<file path="src/logic/mipsPkg.sv">
//==========================================================
// mips shared definitions
// opcodes, functs, ALU ops, control and trace structs, sizes
//==========================================================
package mipsPkg;

  //==========================================================
  // memory sizes and reset state
  //==========================================================
  localparam int          memWords = 128;
  localparam int          memAddrW = 7;
  localparam logic [31:0] resetPc  = 32'h0000_0000;

  // write destination choice
  localparam logic [1:0] dstRt   = 2'd0;
  localparam logic [1:0] dstRd   = 2'd1;
  localparam logic [1:0] dstLink = 2'd2;

  //==========================================================
  // instruction encodings
  //==========================================================
  typedef enum logic [5:0] {
    rType = 6'h00,
    j     = 6'h02,
    jal   = 6'h03,
    beq   = 6'h04,
    addi  = 6'h08,
    lw    = 6'h23,
    sw    = 6'h2b
  } opcodeT;

  // R-type funct field
  typedef enum logic [5:0] {
    fJr  = 6'h08,
    fAdd = 6'h20,
    fSub = 6'h22,
    fAnd = 6'h24,
    fOr  = 6'h25,
    fSlt = 6'h2a
  } functT;

  typedef enum logic [2:0] {
    aluAdd, aluSub, aluAnd, aluOr, aluSlt, aluNone
  } aluOpT;

  // next pc source
  typedef enum logic [1:0] {
    pcSeq, pcBranch, pcJump, pcReg
  } pcSelT;

  //==========================================================
  // structs
  //==========================================================
  typedef struct packed {
    logic       regWrite;
    logic [1:0] regDst;
    logic       aluSrc;
    logic       memToReg;
    logic       linkWrite;
    logic       memWrite;
    logic       branch;
    pcSelT      pcSel;
    aluOpT      aluOp;
  } ctrlT;

  // program load strobe, honoured only during reset
  typedef struct packed {
    logic                en;
    logic [memAddrW-1:0] addr;
    logic [31:0]         data;
  } progLoadT;

  // one committed instruction
  typedef struct packed {
    logic                valid;
    logic [31:0]         pc;
    logic [31:0]         instr;
    logic                regWe;
    logic [4:0]          regAddr;
    logic [31:0]         regData;
    logic                memWe;
    logic [memAddrW-1:0] memAddr;
    logic [31:0]         memData;
  } retireT;

endpackage

</file>
<file path="src/logic/instrMem.sv">
//==========================================================
// instruction memory, 128 words
// filled through the load port, read at the pc
//==========================================================
`timescale 1ns/1ps

module instrMem import mipsPkg::*; (
  input  logic        clk,
  input  progLoadT    load,
  input  logic [31:0] addr,
  output logic [31:0] instr
);

  logic [31:0] mem [memWords];

  // program load, one word per edge
  always_ff @(posedge clk) begin
    if (load.en) begin
      mem[load.addr] <= load.data;
    end
  end

  // byte pc to word index
  assign instr = mem[addr[memAddrW+1:2]];

endmodule

</file>
<file path="config.mk">
export PLATFORM = sky130hd
export DESIGN_NAME = instrMem
export DESIGN_NICKNAME = d
export VERILOG_FILES = /design/src/logic/mipsPkg.sv /design/src/logic/instrMem.sv
export SDC_FILE = /design/constraint.sdc
export NUM_CORES = 2
export LEC_CHECK = 0
export BUFFER_PORTS_ARGS = -buffer_cell sky130_fd_sc_hd__buf_2
export CAP_MARGIN = 20
export CORE_UTILIZATION = 30
export DETAILED_ROUTE_END_ITERATION = 8
export GPL_ROUTABILITY_DRIVEN = 0
export PLACE_DENSITY = 0.41
export SLEW_MARGIN = 10
export SYNTH_ARGS = -nofsm -noshare
export SYNTH_HDL_FRONTEND = slang
export SYNTH_SLANG_ARGS = --single-unit
</file>
<file path="constraint.sdc">
create_clock -name clk -period 5.4 [get_ports clk]
set_input_delay 1.08 -clock clk [delete_from_list [all_inputs] [get_ports clk]]
set_output_delay 1.08 -clock clk [all_outputs]
set_load 0.005 [all_outputs]
</file>
==> flow_metrics.env <==
export IMPL_status="complete, no violations"
export IMPL_drt_initial_drc_count=7476
export IMPL_fp_dieArea_sq_um=521700
export IMPL_rows=264
export IMPL_fin_ws_ns=0.01778
export IMPL_synth_distinct_cells=16
export IMPL_endpoint_kind="output pin"
export IMPL_post_route_period_util_pct=99.67
export IMPL_cp_top_family="multiplexers"
export IMPL_path_common_cell="mux4_2"
export IMPL_io_buffers=79
export IMPL_ant_nets=0
export IMPL_cpMaxStageDelayCell="mux4_2"
export IMPL_fp_dieH_um=722.3
export IMPL_wire_per_inst_um=34.34
export IMPL_worstSetupPathType="in -> out"
export IMPL_numCtsBuffers=433
export IMPL_largest_register="mem"
export IMPL_final_net_count=6711
export IMPL_pre_cts_ws_ns=-0.09993
export IMPL_grt_pass1_wl_um=649200
export IMPL_firstDrtPassIters=7
export IMPL_critPathMaxFanout=12
export IMPL_ir_drop_mv=0.2621
export IMPL_start_util_pct=30.13
export IMPL_synth_seq_cells=4096
export IMPL_cts_root_buffer="clkbuf_16"
export IMPL_fill_cells=47260
export IMPL_grt_pass1_vias=74250
export IMPL_netlist_area_leader_share_pct=79.03
export IMPL_via_per_inst=5.036
export IMPL_final_core_util_pct=35.62
export IMPL_h_tree_depth=5
export IMPL_grt_max_degree=129
export IMPL_drive_above_1_share_pct=38.16
export IMPL_cts_max_path_buffers=4
export IMPL_core_area_sq_um=516600
export IMPL_fmax_mhz=185.8
export IMPL_io_pins=105
export IMPL_maxCapViolCount=0
export IMPL_worst_path_buf_inv=5
export IMPL_synth_top_area_cell="edfxtp_1"
export IMPL_hold_path_class="in -> reg"
export IMPL_grt_ovfl_total=0
export IMPL_syn_to_final_growth_pct=18.22
export IMPL_vias=70320
export IMPL_layout_commonest_cell="edfxtp_1"
export IMPL_hold_viol=0
export IMPL_crit_required_ns=4.32
export IMPL_grt_use_total_pct=18.21
export IMPL_powerDensity_nw_per_um2=370.8
export IMPL_ys_seq_area_share_pct=79.03
export IMPL_antenna_found_initial=75
export IMPL_fp_dieW_um=722.3
export IMPL_drcViolationCount=0
export IMPL_final_cell_mix="edfxtp_1 (4096), mux4_2 (1344), clkbuf_16 (439)"
export IMPL_ctsHoldBuffers=0
export IMPL_synth_cells=5958
export IMPL_reg_top3="mem (4096)"
export IMPL_setup_viol=0
export IMPL_max_slew_margin_pct=17.27
export IMPL_hpwlAfterDp_um=276100
export IMPL_largest_register_ffs=4096
export IMPL_syn_cell_area_sq_um=155600
export IMPL_slew_violations=0
export IMPL_synth_fp_nets=6031
export IMPL_clk_pin_slew_ns=0.06
export IMPL_yosys_warnings=0
export IMPL_period_needed_ns=5.382
export IMPL_cts_sinks=4096
export IMPL_tightestPinTransition_ns=1.241
export IMPL_cts_tree="done"
export IMPL_drt_wl_total_um=479500
export IMPL_rsz0062_at_grt="true"
export IMPL_yosys_top_cells_area="edfxtp_1 (79%), mux4_2 (19%), clkbuf_1 (0.44%), nor2_1 (0.29%), buf_2 (0.25%)"
export IMPL_crit_chain="buf_16 > buf_12 > buf_16 > buf_6 > mux4_2 > mux4_2 > mux4_2 > mux2_2 > buf_2"
export IMPL_avgSynthCellArea_sq_um=26.12
export IMPL_p_leak_nw=55.84
export IMPL_crit_arrival_ns=4.30
export IMPL_cp_slowest_stage_delay_ns=0.71
export IMPL_cp_start_kind="primary input"
where the power goes:
part	total [mW]	internal [mW]	switching, mW
Clock	29.1	16.5	12.6
Sequential	35.1	35.1	0.0241
Combinational	3.96	1.53	2.43
area by class of cell:
class | count | area [sq um] | area share [%]
sequential | 4096 | 123000 | 66.85
multi-input combinational | 1546 | 32310 | 17.56
clock buffer | 532 | 11330 | 6.160
tap | 6916 | 8653 | 4.703
timing repair buffer | 561 | 6236 | 3.389
clock inverter | 257 | 2328 | 1.265
antenna | 56 | 140.1 | 0.07616
metal layers:
layer  vias up  share of wire, %  global-route usage [%]  wire length, um
met3       562               5.3                   2.944            25640
met1     39980                41                   24.09           199000
met2      1933                51                   31.45           243400
met5         -             0.031                       0              149
met4        22               2.4                   4.271            11330
li1      27820                 -                       -                -
cell usage after synthesis:
| cell | instances |
|---|---|
| edfxtp_1 | 4096 |
| mux4_2 | 1344 |
| clkbuf_1 | 182 |
| nor2_1 | 122 |
| buf_2 | 79 |
| buf_1 | 50 |
| mux2_2 | 32 |
| nand2_1 | 14 |
| nand3_1 | 12 |
| nor3_1 | 9 |
| nor2b_1 | 7 |
| buf_4 | 3 |
| nand4_1 | 3 |
| buf_6 | 2 |
| nand2b_1 | 2 |
| or3_1 | 1 |
path summary, 6_finish.rpt:
path                                   end  cells past startpoint      from  slack, ns
worst max-delay path             instr[29]                      9   addr[2]       0.02
worst min-delay path  mem[6][12]$_DFFE_PP_                      1  load[12]       0.45
what timing repair did:
action	CTS	global route
cloned	1	0
gates resized for setup	10	7
setup buffers	6	7
endpoints found under the setup margin	19	7
per-stage QoR:
step	setup TNS, ns	hold WS [ns]	cells	power [mW]	cell area [sq um]
2_1_floorplan	0	1.179	5958	37.52	155600
3_3_place_gp	-1.144	1.440	13100	39.81	169900
3_5_place_dp	-0.7382	1.448	13100	39.87	169900
4_1_cts	0	0.3526	13900	69.12	183700
5_1_grt	-0.007775	0.4051	13920	70.30	183900
6_report	0	0.4531	13960	68.23	184000
cell families after synthesis:
kind of cell,Yosys count,share of synthesized area [%]
flip-flops,4096,79.03
buffers and inverters,316,0.8425
AND/OR/NAND/NOR,170,0.4478
multiplexers,1376,19.68
(Power assumes the default switching activity.)
