--- src/logic/mipsPkg.sv ---
//==========================================================
// mips shared definitions
// opcodes, functs, ALU ops, control and trace structs, sizes
//==========================================================
package mipsPkg;

  //==========================================================
  // memory sizes and reset state
  //==========================================================
  localparam int          memWords = 128;
  localparam int          memAddrW = 7;
  localparam logic [31:0] resetPc  = 32'h0000_0000;

  // write destination choice
  localparam logic [1:0] dstRt   = 2'd0;
  localparam logic [1:0] dstRd   = 2'd1;
  localparam logic [1:0] dstLink = 2'd2;

  //==========================================================
  // instruction encodings
  //==========================================================
  typedef enum logic [5:0] {
    rType = 6'h00,
    j     = 6'h02,
    jal   = 6'h03,
    beq   = 6'h04,
    addi  = 6'h08,
    lw    = 6'h23,
    sw    = 6'h2b
  } opcodeT;

  // R-type funct field
  typedef enum logic [5:0] {
    fJr  = 6'h08,
    fAdd = 6'h20,
    fSub = 6'h22,
    fAnd = 6'h24,
    fOr  = 6'h25,
    fSlt = 6'h2a
  } functT;

  typedef enum logic [2:0] {
    aluAdd, aluSub, aluAnd, aluOr, aluSlt, aluNone
  } aluOpT;

  // next pc source
  typedef enum logic [1:0] {
    pcSeq, pcBranch, pcJump, pcReg
  } pcSelT;

  //==========================================================
  // structs
  //==========================================================
  typedef struct packed {
    logic       regWrite;
    logic [1:0] regDst;
    logic       aluSrc;
    logic       memToReg;
    logic       linkWrite;
    logic       memWrite;
    logic       branch;
    pcSelT      pcSel;
    aluOpT      aluOp;
  } ctrlT;

  // program load strobe, honoured only during reset
  typedef struct packed {
    logic                en;
    logic [memAddrW-1:0] addr;
    logic [31:0]         data;
  } progLoadT;

  // one committed instruction
  typedef struct packed {
    logic                valid;
    logic [31:0]         pc;
    logic [31:0]         instr;
    logic                regWe;
    logic [4:0]          regAddr;
    logic [31:0]         regData;
    logic                memWe;
    logic [memAddrW-1:0] memAddr;
    logic [31:0]         memData;
  } retireT;

endpackage

--- src/logic/alu.sv ---
//==========================================================
// 32-bit ALU
// add, sub, and, or, signed slt, zero flag
//==========================================================
`timescale 1ns/1ps

module alu import mipsPkg::*; (
  input  logic [31:0] a,
  input  logic [31:0] b,
  input  aluOpT       op,
  output logic [31:0] result,
  output logic        zero
);

  logic lessThan;

  // signed compare for slt
  assign lessThan = $signed(a) < $signed(b);

  always_comb begin
    case (op)
      aluAdd:  result = a + b;
      aluSub:  result = a - b;
      aluAnd:  result = a & b;
      aluOr:   result = a | b;
      aluSlt:  result = {31'd0, lessThan};
      // nop and unknown ops give zero
      default: result = '0;
    endcase
  end

  // core qualifies this with the branch field
  assign zero = (result == 32'd0);

endmodule

--- src/logic/regFile.sv ---
//==========================================================
// 32 x 32 register file
// two combinational reads, one clocked write, r0 fixed
//==========================================================
`timescale 1ns/1ps

module regFile (
  input  logic        clk,
  input  logic        rst,
  input  logic        we,
  input  logic [4:0]  rAddr1,
  input  logic [4:0]  rAddr2,
  input  logic [4:0]  wAddr,
  input  logic [31:0] wData,
  output logic [31:0] rData1,
  output logic [31:0] rData2
);

  logic [31:0] regs [32];

  // whole file cleared on reset
  always_ff @(posedge clk or negedge rst) begin
    if (!rst) begin
      for (int i = 0; i < 32; i++) begin
        regs[i] <= '0;
      end
    end else if (we && (wAddr != 5'd0)) begin
      regs[wAddr] <= wData;
    end
  end

  // r0 reads as zero regardless of storage
  assign rData1 = (rAddr1 == 5'd0) ? 32'd0 : regs[rAddr1];
  assign rData2 = (rAddr2 == 5'd0) ? 32'd0 : regs[rAddr2];

  // r0 storage must never be written
  regZeroHeld: assert property (@(posedge clk) disable iff (!rst) regs[0] == 32'd0);

endmodule

--- src/logic/pcUnit.sv ---
//==========================================================
// program counter with next-pc selection
// sequential, beq, j/jal and jr targets
//==========================================================
`timescale 1ns/1ps

module pcUnit import mipsPkg::*; (
  input  logic        clk,
  input  logic        rst,
  input  logic        run,
  input  pcSelT       pcSel,
  input  logic        taken,
  input  logic [31:0] branchOff,
  input  logic [25:0] jumpTarget,
  input  logic [31:0] regTarget,
  output logic [31:0] pc,
  output logic        running
);

  logic [31:0] pcPlus4;
  logic [31:0] branchPc;
  logic [31:0] nextPc;

  assign pcPlus4  = pc + 32'd4;
  // word offset relative to the following instruction
  assign branchPc = pcPlus4 + {branchOff[29:0], 2'b00};

  always_comb begin
    case (pcSel)
      pcBranch: nextPc = taken ? branchPc : pcPlus4;
      // upper region bits kept from pc + 4
      pcJump:   nextPc = {pcPlus4[31:28], jumpTarget, 2'b00};
      pcReg:    nextPc = regTarget;
      default:  nextPc = pcPlus4;
    endcase
  end

  // run flag lags reset release by one cycle, pc holds until then
  always_ff @(posedge clk or negedge rst) begin
    if (!rst) begin
      running <= 1'b0;
      pc      <= resetPc;
    end else begin
      running <= run;
      if (running) begin
        pc <= nextPc;
      end
    end
  end

  pcAligned: assert property (@(posedge clk) disable iff (!rst) pc[1:0] == 2'b00);

endmodule

--- src/logic/controlUnit.sv ---
//==========================================================
// main decoder
// opcode and funct to control fields, ALU op included
//==========================================================
`timescale 1ns/1ps

module controlUnit import mipsPkg::*; (
  input  logic [31:0] instr,
  output ctrlT        ctrl
);

  logic [5:0] opcode;
  logic [5:0] funct;

  assign opcode = instr[31:26];
  assign funct  = instr[5:0];

  always_comb begin
    // unknown encodings fall through as a nop
    ctrl       = '0;
    ctrl.pcSel = pcSeq;
    ctrl.aluOp = aluNone;
    case (opcode)
      rType: begin
        ctrl.regDst = dstRd;
        // funct picks the ALU op, jr writes nothing
        case (funct)
          fAdd, fSub, fAnd, fOr, fSlt: ctrl.regWrite = 1'b1;
          fJr:     ctrl.pcSel = pcReg;
          default: ctrl.regWrite = 1'b0;
        endcase
        case (funct)
          fAdd:    ctrl.aluOp = aluAdd;
          fSub:    ctrl.aluOp = aluSub;
          fAnd:    ctrl.aluOp = aluAnd;
          fOr:     ctrl.aluOp = aluOr;
          fSlt:    ctrl.aluOp = aluSlt;
          default: ctrl.aluOp = aluNone;
        endcase
      end
      addi: begin
        ctrl.regWrite = 1'b1;
        ctrl.regDst   = dstRt;
        ctrl.aluSrc   = 1'b1;
        ctrl.aluOp    = aluAdd;
      end
      lw: begin
        ctrl.regWrite = 1'b1;
        ctrl.regDst   = dstRt;
        ctrl.aluSrc   = 1'b1;
        ctrl.memToReg = 1'b1;
        ctrl.aluOp    = aluAdd;
      end
      // address = rs + imm, data from rt
      sw: begin
        ctrl.aluSrc   = 1'b1;
        ctrl.memWrite = 1'b1;
        ctrl.aluOp    = aluAdd;
      end
      // equality via subtract and zero flag
      beq: begin
        ctrl.branch = 1'b1;
        ctrl.pcSel  = pcBranch;
        ctrl.aluOp  = aluSub;
      end
      j: ctrl.pcSel = pcJump;
      // return address pc + 8 into r31
      jal: begin
        ctrl.regWrite  = 1'b1;
        ctrl.regDst    = dstLink;
        ctrl.linkWrite = 1'b1;
        ctrl.pcSel     = pcJump;
      end
      default: ctrl.pcSel = pcSeq;
    endcase
  end

  always_comb begin
    noStoreAndWrite: assert final (!(ctrl.memWrite && ctrl.regWrite));
  end

endmodule

--- src/logic/mipsCore.sv ---
//==========================================================
// single-cycle MIPS core
// datapath muxing, write gating and retire trace
//==========================================================
`timescale 1ns/1ps

module mipsCore import mipsPkg::*; (
  input  logic                clk,
  input  logic                rst,
  input  logic [31:0]         instr,
  output logic [31:0]         instrAddr,
  output logic [memAddrW-1:0] dmemAddr,
  output logic                dmemWe,
  output logic [31:0]         dmemWdata,
  input  logic [31:0]         dmemRdata,
  output retireT              retire
);

  ctrlT        ctrl;
  logic [31:0] pc;
  logic        running;
  logic [31:0] rsData;
  logic [31:0] rtData;
  logic [31:0] immExt;
  logic [31:0] aluB;
  logic [31:0] aluResult;
  logic        aluZero;
  logic [4:0]  wAddr;
  logic [31:0] wData;
  logic        regWe;

  //==========================================================
  // fetch and next pc
  //==========================================================
  pcUnit pcUnit_i (
    .clk(clk), .rst(rst), .run(1'b1), .pcSel(ctrl.pcSel),
    .taken(ctrl.branch & aluZero), .branchOff(immExt),
    .jumpTarget(instr[25:0]), .regTarget(rsData),
    .pc(pc), .running(running)
  );

  assign instrAddr = pc;

  controlUnit controlUnit_i (.instr(instr), .ctrl(ctrl));

  //==========================================================
  // operands and execute
  //==========================================================
  assign immExt = {{16{instr[15]}}, instr[15:0]};
  // immediate for addi, lw, sw
  assign aluB   = ctrl.aluSrc ? immExt : rtData;

  alu alu_i (.a(rsData), .b(aluB), .op(ctrl.aluOp), .result(aluResult), .zero(aluZero));

  // destination is rt, rd or r31 for jal
  always_comb begin
    case (ctrl.regDst)
      dstRd:   wAddr = instr[15:11];
      dstLink: wAddr = 5'd31;
      default: wAddr = instr[20:16];
    endcase
  end

  // write-back picks link, load data or ALU result
  assign wData = ctrl.linkWrite ? (pc + 32'd8) : (ctrl.memToReg ? dmemRdata : aluResult);
  // no write before running or to r0
  assign regWe = running && ctrl.regWrite && (wAddr != 5'd0);

  regFile regFile_i (
    .clk(clk), .rst(rst), .we(regWe),
    .rAddr1(instr[25:21]), .rAddr2(instr[20:16]), .wAddr(wAddr),
    .wData(wData), .rData1(rsData), .rData2(rtData)
  );

  // word index from the ALU result
  assign dmemAddr  = aluResult[memAddrW+1:2];
  assign dmemWe    = running && ctrl.memWrite;
  assign dmemWdata = rtData;

  //==========================================================
  // retire trace
  //==========================================================
  assign retire = '{valid: running, pc: pc, instr: instr, regWe: regWe, regAddr: wAddr,
                    regData: wData, memWe: dmemWe, memAddr: dmemAddr, memData: rtData};

endmodule

--- config.mk ---
export PLATFORM = sky130hd
export DESIGN_NAME = mipsCore
export DESIGN_NICKNAME = d
export VERILOG_FILES = /design/src/logic/mipsPkg.sv /design/src/logic/alu.sv /design/src/logic/regFile.sv /design/src/logic/pcUnit.sv /design/src/logic/controlUnit.sv /design/src/logic/mipsCore.sv
export SDC_FILE = /design/constraint.sdc
export NUM_CORES = 2
export LEC_CHECK = 0
export ABC_CLOCK_PERIOD_IN_PS = 20600
export BUFFER_PORTS_ARGS = -buffer_cell sky130_fd_sc_hd__buf_2
export CELL_PAD_IN_SITES_DETAIL_PLACEMENT = 1
export CELL_PAD_IN_SITES_GLOBAL_PLACEMENT = 1
export CORE_ASPECT_RATIO = 1.75
export CORE_MARGIN = 10
export CORE_UTILIZATION = 30
export CTS_BUF_LIST = sky130_fd_sc_hd__clkbuf_8
export DETAILED_ROUTE_END_ITERATION = 10
export HOLD_SLACK_MARGIN = 0.08
export PLACE_DENSITY_LB_ADDON = 0.1
export SLEW_MARGIN = 20
export SYNTH_ARGS = -nofsm -noshare
export SYNTH_HDL_FRONTEND = slang
export SYNTH_SLANG_ARGS = --single-unit
--- constraint.sdc ---
create_clock -name clk -period 20.6 [get_ports clk]
set_input_delay 1.03 -clock clk [delete_from_list [all_inputs] [get_ports clk]]
set_output_delay 1.03 -clock clk [all_outputs]
set_load 0.01 [all_outputs]
==> flow_summary.toml <==
[run_status]
status = "complete, no violations"

[synth]
syn_area_um2 = 64200
synth_top_area_share_pct = 41.2
ys_seq_area_share_pct = 41.2
synthTopCellsByArea = "dfrtp_1 (41%), mux4_2 (20%), a21oi_1 (8.6%)"
ys_seq_elements = 1057
synth_cell_types = 97
synth_area_per_cell_um2 = 10.3
synth_ff_type = "dfrtp_1"
syn_inst = 6247
yosysWarningCount = 0
syn-num-nets = 6457
async_flop_share_pct = 100
synth_edf_count = 0
yosys.area.top_type = "dfrtp_1"

[pwr]
p_sw_share_pct = 32.5
peakVddDrop_v = 0.0000398
p_leak_uw = 0.0324
seqPwrFrac_pct = 42.7
power_switching_uw = 1740
clockPowerShare_pct = 37.9
power.share.combinational_pct = 19.4
p_per_area_nw_per_um2 = 74.3
internal-power_uw = 3610

[floorplanning]
rows = 224
core_area_um2 = 213000
die-width_um = 370
ioPinCount = 281
die_y_um = 632
initial_core_util_pct = 30.2
dieArea_um2 = 234000

[clock_network]
post-cts-setup-buffer-count = 0
insertion_delay_ns = 0.98
post_cts_resized = 0
path_clk_slew_ns = 0.07
clock-root-buffer = "clkbuf_8"
cts_made_buffers = 184
cts_htree_levels = 4
postCtsHoldBufs = 0
cts.sinks = 1057
clockBufferDepth = 4
cts_tree = "built"

[sta]
relSlewSlack_pct = 19.7
worst_pin_slew_ns = 1.19
fin_crit_ns = 11.27
finClkSkew_ns = 0.127
finalCritPeriodShare_pct = 54.7
finalSetupTns_ns = 0
hold-worst-slack_ns = 0.124
fin_ws_ns = 9.33
rsz0062_at_grt = "false"
max_freq_mhz = 88.7
setup_viol = 0
drv_slew = 0
hold_viol_final = 0

[critical_path]
rr_startpoint = "regFile_i.regs[812]"
cp_slowest_cell = "inv_1"
crit_path_frequent_cell = "nor2_1"
crit_type = "input pin to output pin"
crit_fanout = 64
crit_required_ns = 19.57
cp-end-kind = "output pin"
arrival_ns = 10.24
cp-startpoint = "instr[21]"
cp_top_family = "compound AO/OA/AOI/OAI gates"
start_kind = "input pin"
slowest_delay_ns = 0.70
worst-r2r-cell-count = 20
path_cells = "buf_8, buf_12, buf_4, buf_4, mux4_2, mux2_2, a221oi_1, nor2_1, a21oi_1, nor2_1, ha_1, o21ai_0, a211o_1, a21oi_1, o21ai_0, o31ai_1, xnor2_1, a22oi_1, o21ai_0, nor2_1, nor2_1, a21oi_1, inv_1, buf_2"
rr_endpoint = "pcUnit_i.pc[24]"
rrSetupSlack_ns = 12.62
worst-path-buf-inv = 6

[drt]
vias = 52300
wl_per_cell_um = 33.9
drc_errors = 0
ant_nets = 0
avgViaCountPerCell = 5.70
drt_pass1_iterations = 5
wirelength_um = 310000
drtIter0Drc = 3487

[grt]
grtUsageTotal_pct = 26.1
gr-total-overflow = 0
grt_pass1_vias = 55900
grt_antenna_before_repair = 14
grt_max_degree = 115
grt_pass1_wl_um = 439000

[final_layout]
fill_cells = 23600
nets = 6400
regArea_um2 = 26500
multi_input_area_um2 = 34700
area_growth_pct = 12.1
drive_gt1_share_pct = 23.0

[placement]
place.gp.congestion = 0.990
dp_slack_ns = 9.32
port-buffer-count = 280
dpl.hpwl_um = 209000

[job]
cap_violations = 0

[min_path]
hp-class = "input pin to asynchronous set/reset pin"
## power by group through the flow
| stage | sequential (uW) | clock (uW) | combinational (uW) |
|---|---|---|---|
| 2_1_floorplan | 2270 | 0 | 652 |
| 3_3_place_gp | 2310 | 0 | 1030 |
| 3_5_place_dp | 2320 | 0 | 1040 |
| 4_1_cts | 2280 | 2090 | 1040 |
| 5_1_grt | 2290 | 2170 | 1120 |
| 6_report | 2280 | 2020 | 1040 |
## synthesized netlist by cell type, drive strengths merged, types with 60 or more instances
master	instances
clkbuf	508
dfrtp	1057
mux2	70
mux2i	130
mux4	568
nand2	198
nand3	60
inv	145
o21ai	149
buf	194
nor3	61
a21oi	1108
nor2	1171
ha	141
## cells by family (layout without fill, tap and decap cells)
group	after synthesis	count (layout)	synth area share (%)
compound gates	1638	1638	14.6
other cells	1	24	0.00584
flops	1057	1057	41.2
mux	768	768	23.2
simple gates	1702	1702	11.3
fa+ha+maj	144	144	2.84
buf+inv	847	918	5.64
xor+xnor	90	90	1.23
## layout make-up
class	count	share of cell area, %
clock buffer	235	4.50
antenna	23	0.0800
timing repair buffer	459	4.10
inverter	145	0.756
clock inverter	79	0.605
tap	2825	4.91
multi-input combinational	4343	48.3
sequential	1057	36.8
## state kept, by name, summed over array words and instances, names as in the netlist
register	flops
regFile_i.regs	1024
pcUnit_i.running	1
pcUnit_i.pc	32
## metal layers
metal	vias to the layer above	GRT usage [%]	wire length, um
met5	-	0	60
met4	10	15.1	20800
met3	571	3.17	12800
met2	1471	45.6	156000
met1	27700	30.7	121000
li1	22500	-	-
## metrics by stage
| step | util [%] | total power [uW] | cells | instance area (um^2) |
|---|---|---|---|---|
| 3_3_place_gp | 32.0 | 3340 | 8826 | 68100 |
| 3_5_place_dp | 32.1 | 3360 | 8828 | 68200 |
| 5_1_grt | 33.8 | 5580 | 9161 | 71900 |
| 6_report | 33.8 | 5340 | 9166 | 72000 |
| 4_1_cts | 33.8 | 5410 | 9142 | 71900 |
| 2_1_floorplan | - | 2920 | 6247 | 64200 |
## worst reg2reg max path, stage by stage, from the launching register on
cell	delay, ns
dfrtp_1	0.41
mux4_2	0.49
mux4_2	0.52
mux2i_1	0.69
nor3_1	0.11
a21oi_1	0.26
ha_1	0.46
nor2_1	0.29
nand2_1	0.10
a2111oi_1	1.02
o21ai_1	0.27
a31oi_1	0.43
a41o_1	0.24
a211oi_1	0.10
xnor2_1	0.29
o22ai_1	0.23
nor3_1	0.85
nand3_2	0.13
buf_4	0.30
mux2_1	0.41
a221o_1	0.31
## cell usage in the layout, fill, tap and decap left out, types with 21 or more instances in the layout
master	count
nor2b_1	35
ha_1	141
xnor2_1	57
dfrtp_1	1056
a221oi_1	24
diode_2	23
inv_1	202
nand2_1	197
a211oi_1	31
nor2_1	1138
nand4_1	23
buf_2	269
and3_1	29
mux2i_1	128
o21a_1	25
mux4_2	568
a21oi_4	21
nor2_4	31
o22ai_1	35
o21ai_0	144
a21o_1	25
o221ai_1	31
nand3_1	58
mux2_2	69
clkbuf_8	235
a21oi_1	1086
xor2_1	33
o211ai_1	26
nor3_1	58
buf_4	171
## worst max path at each step
stage                  to  slack, ns  cells past startpoint
2_1_floorplan  retire[70]      12.19                     27
3_3_place_gp   retire[66]       9.02                     23
3_5_place_dp   retire[67]       9.32                     24
4_1_cts        retire[67]       9.30                     24
5_1_grt        retire[67]       8.77                     24
6_report       retire[67]       9.33                     24
No activity file was read; power rests on OpenSTA's default activity.
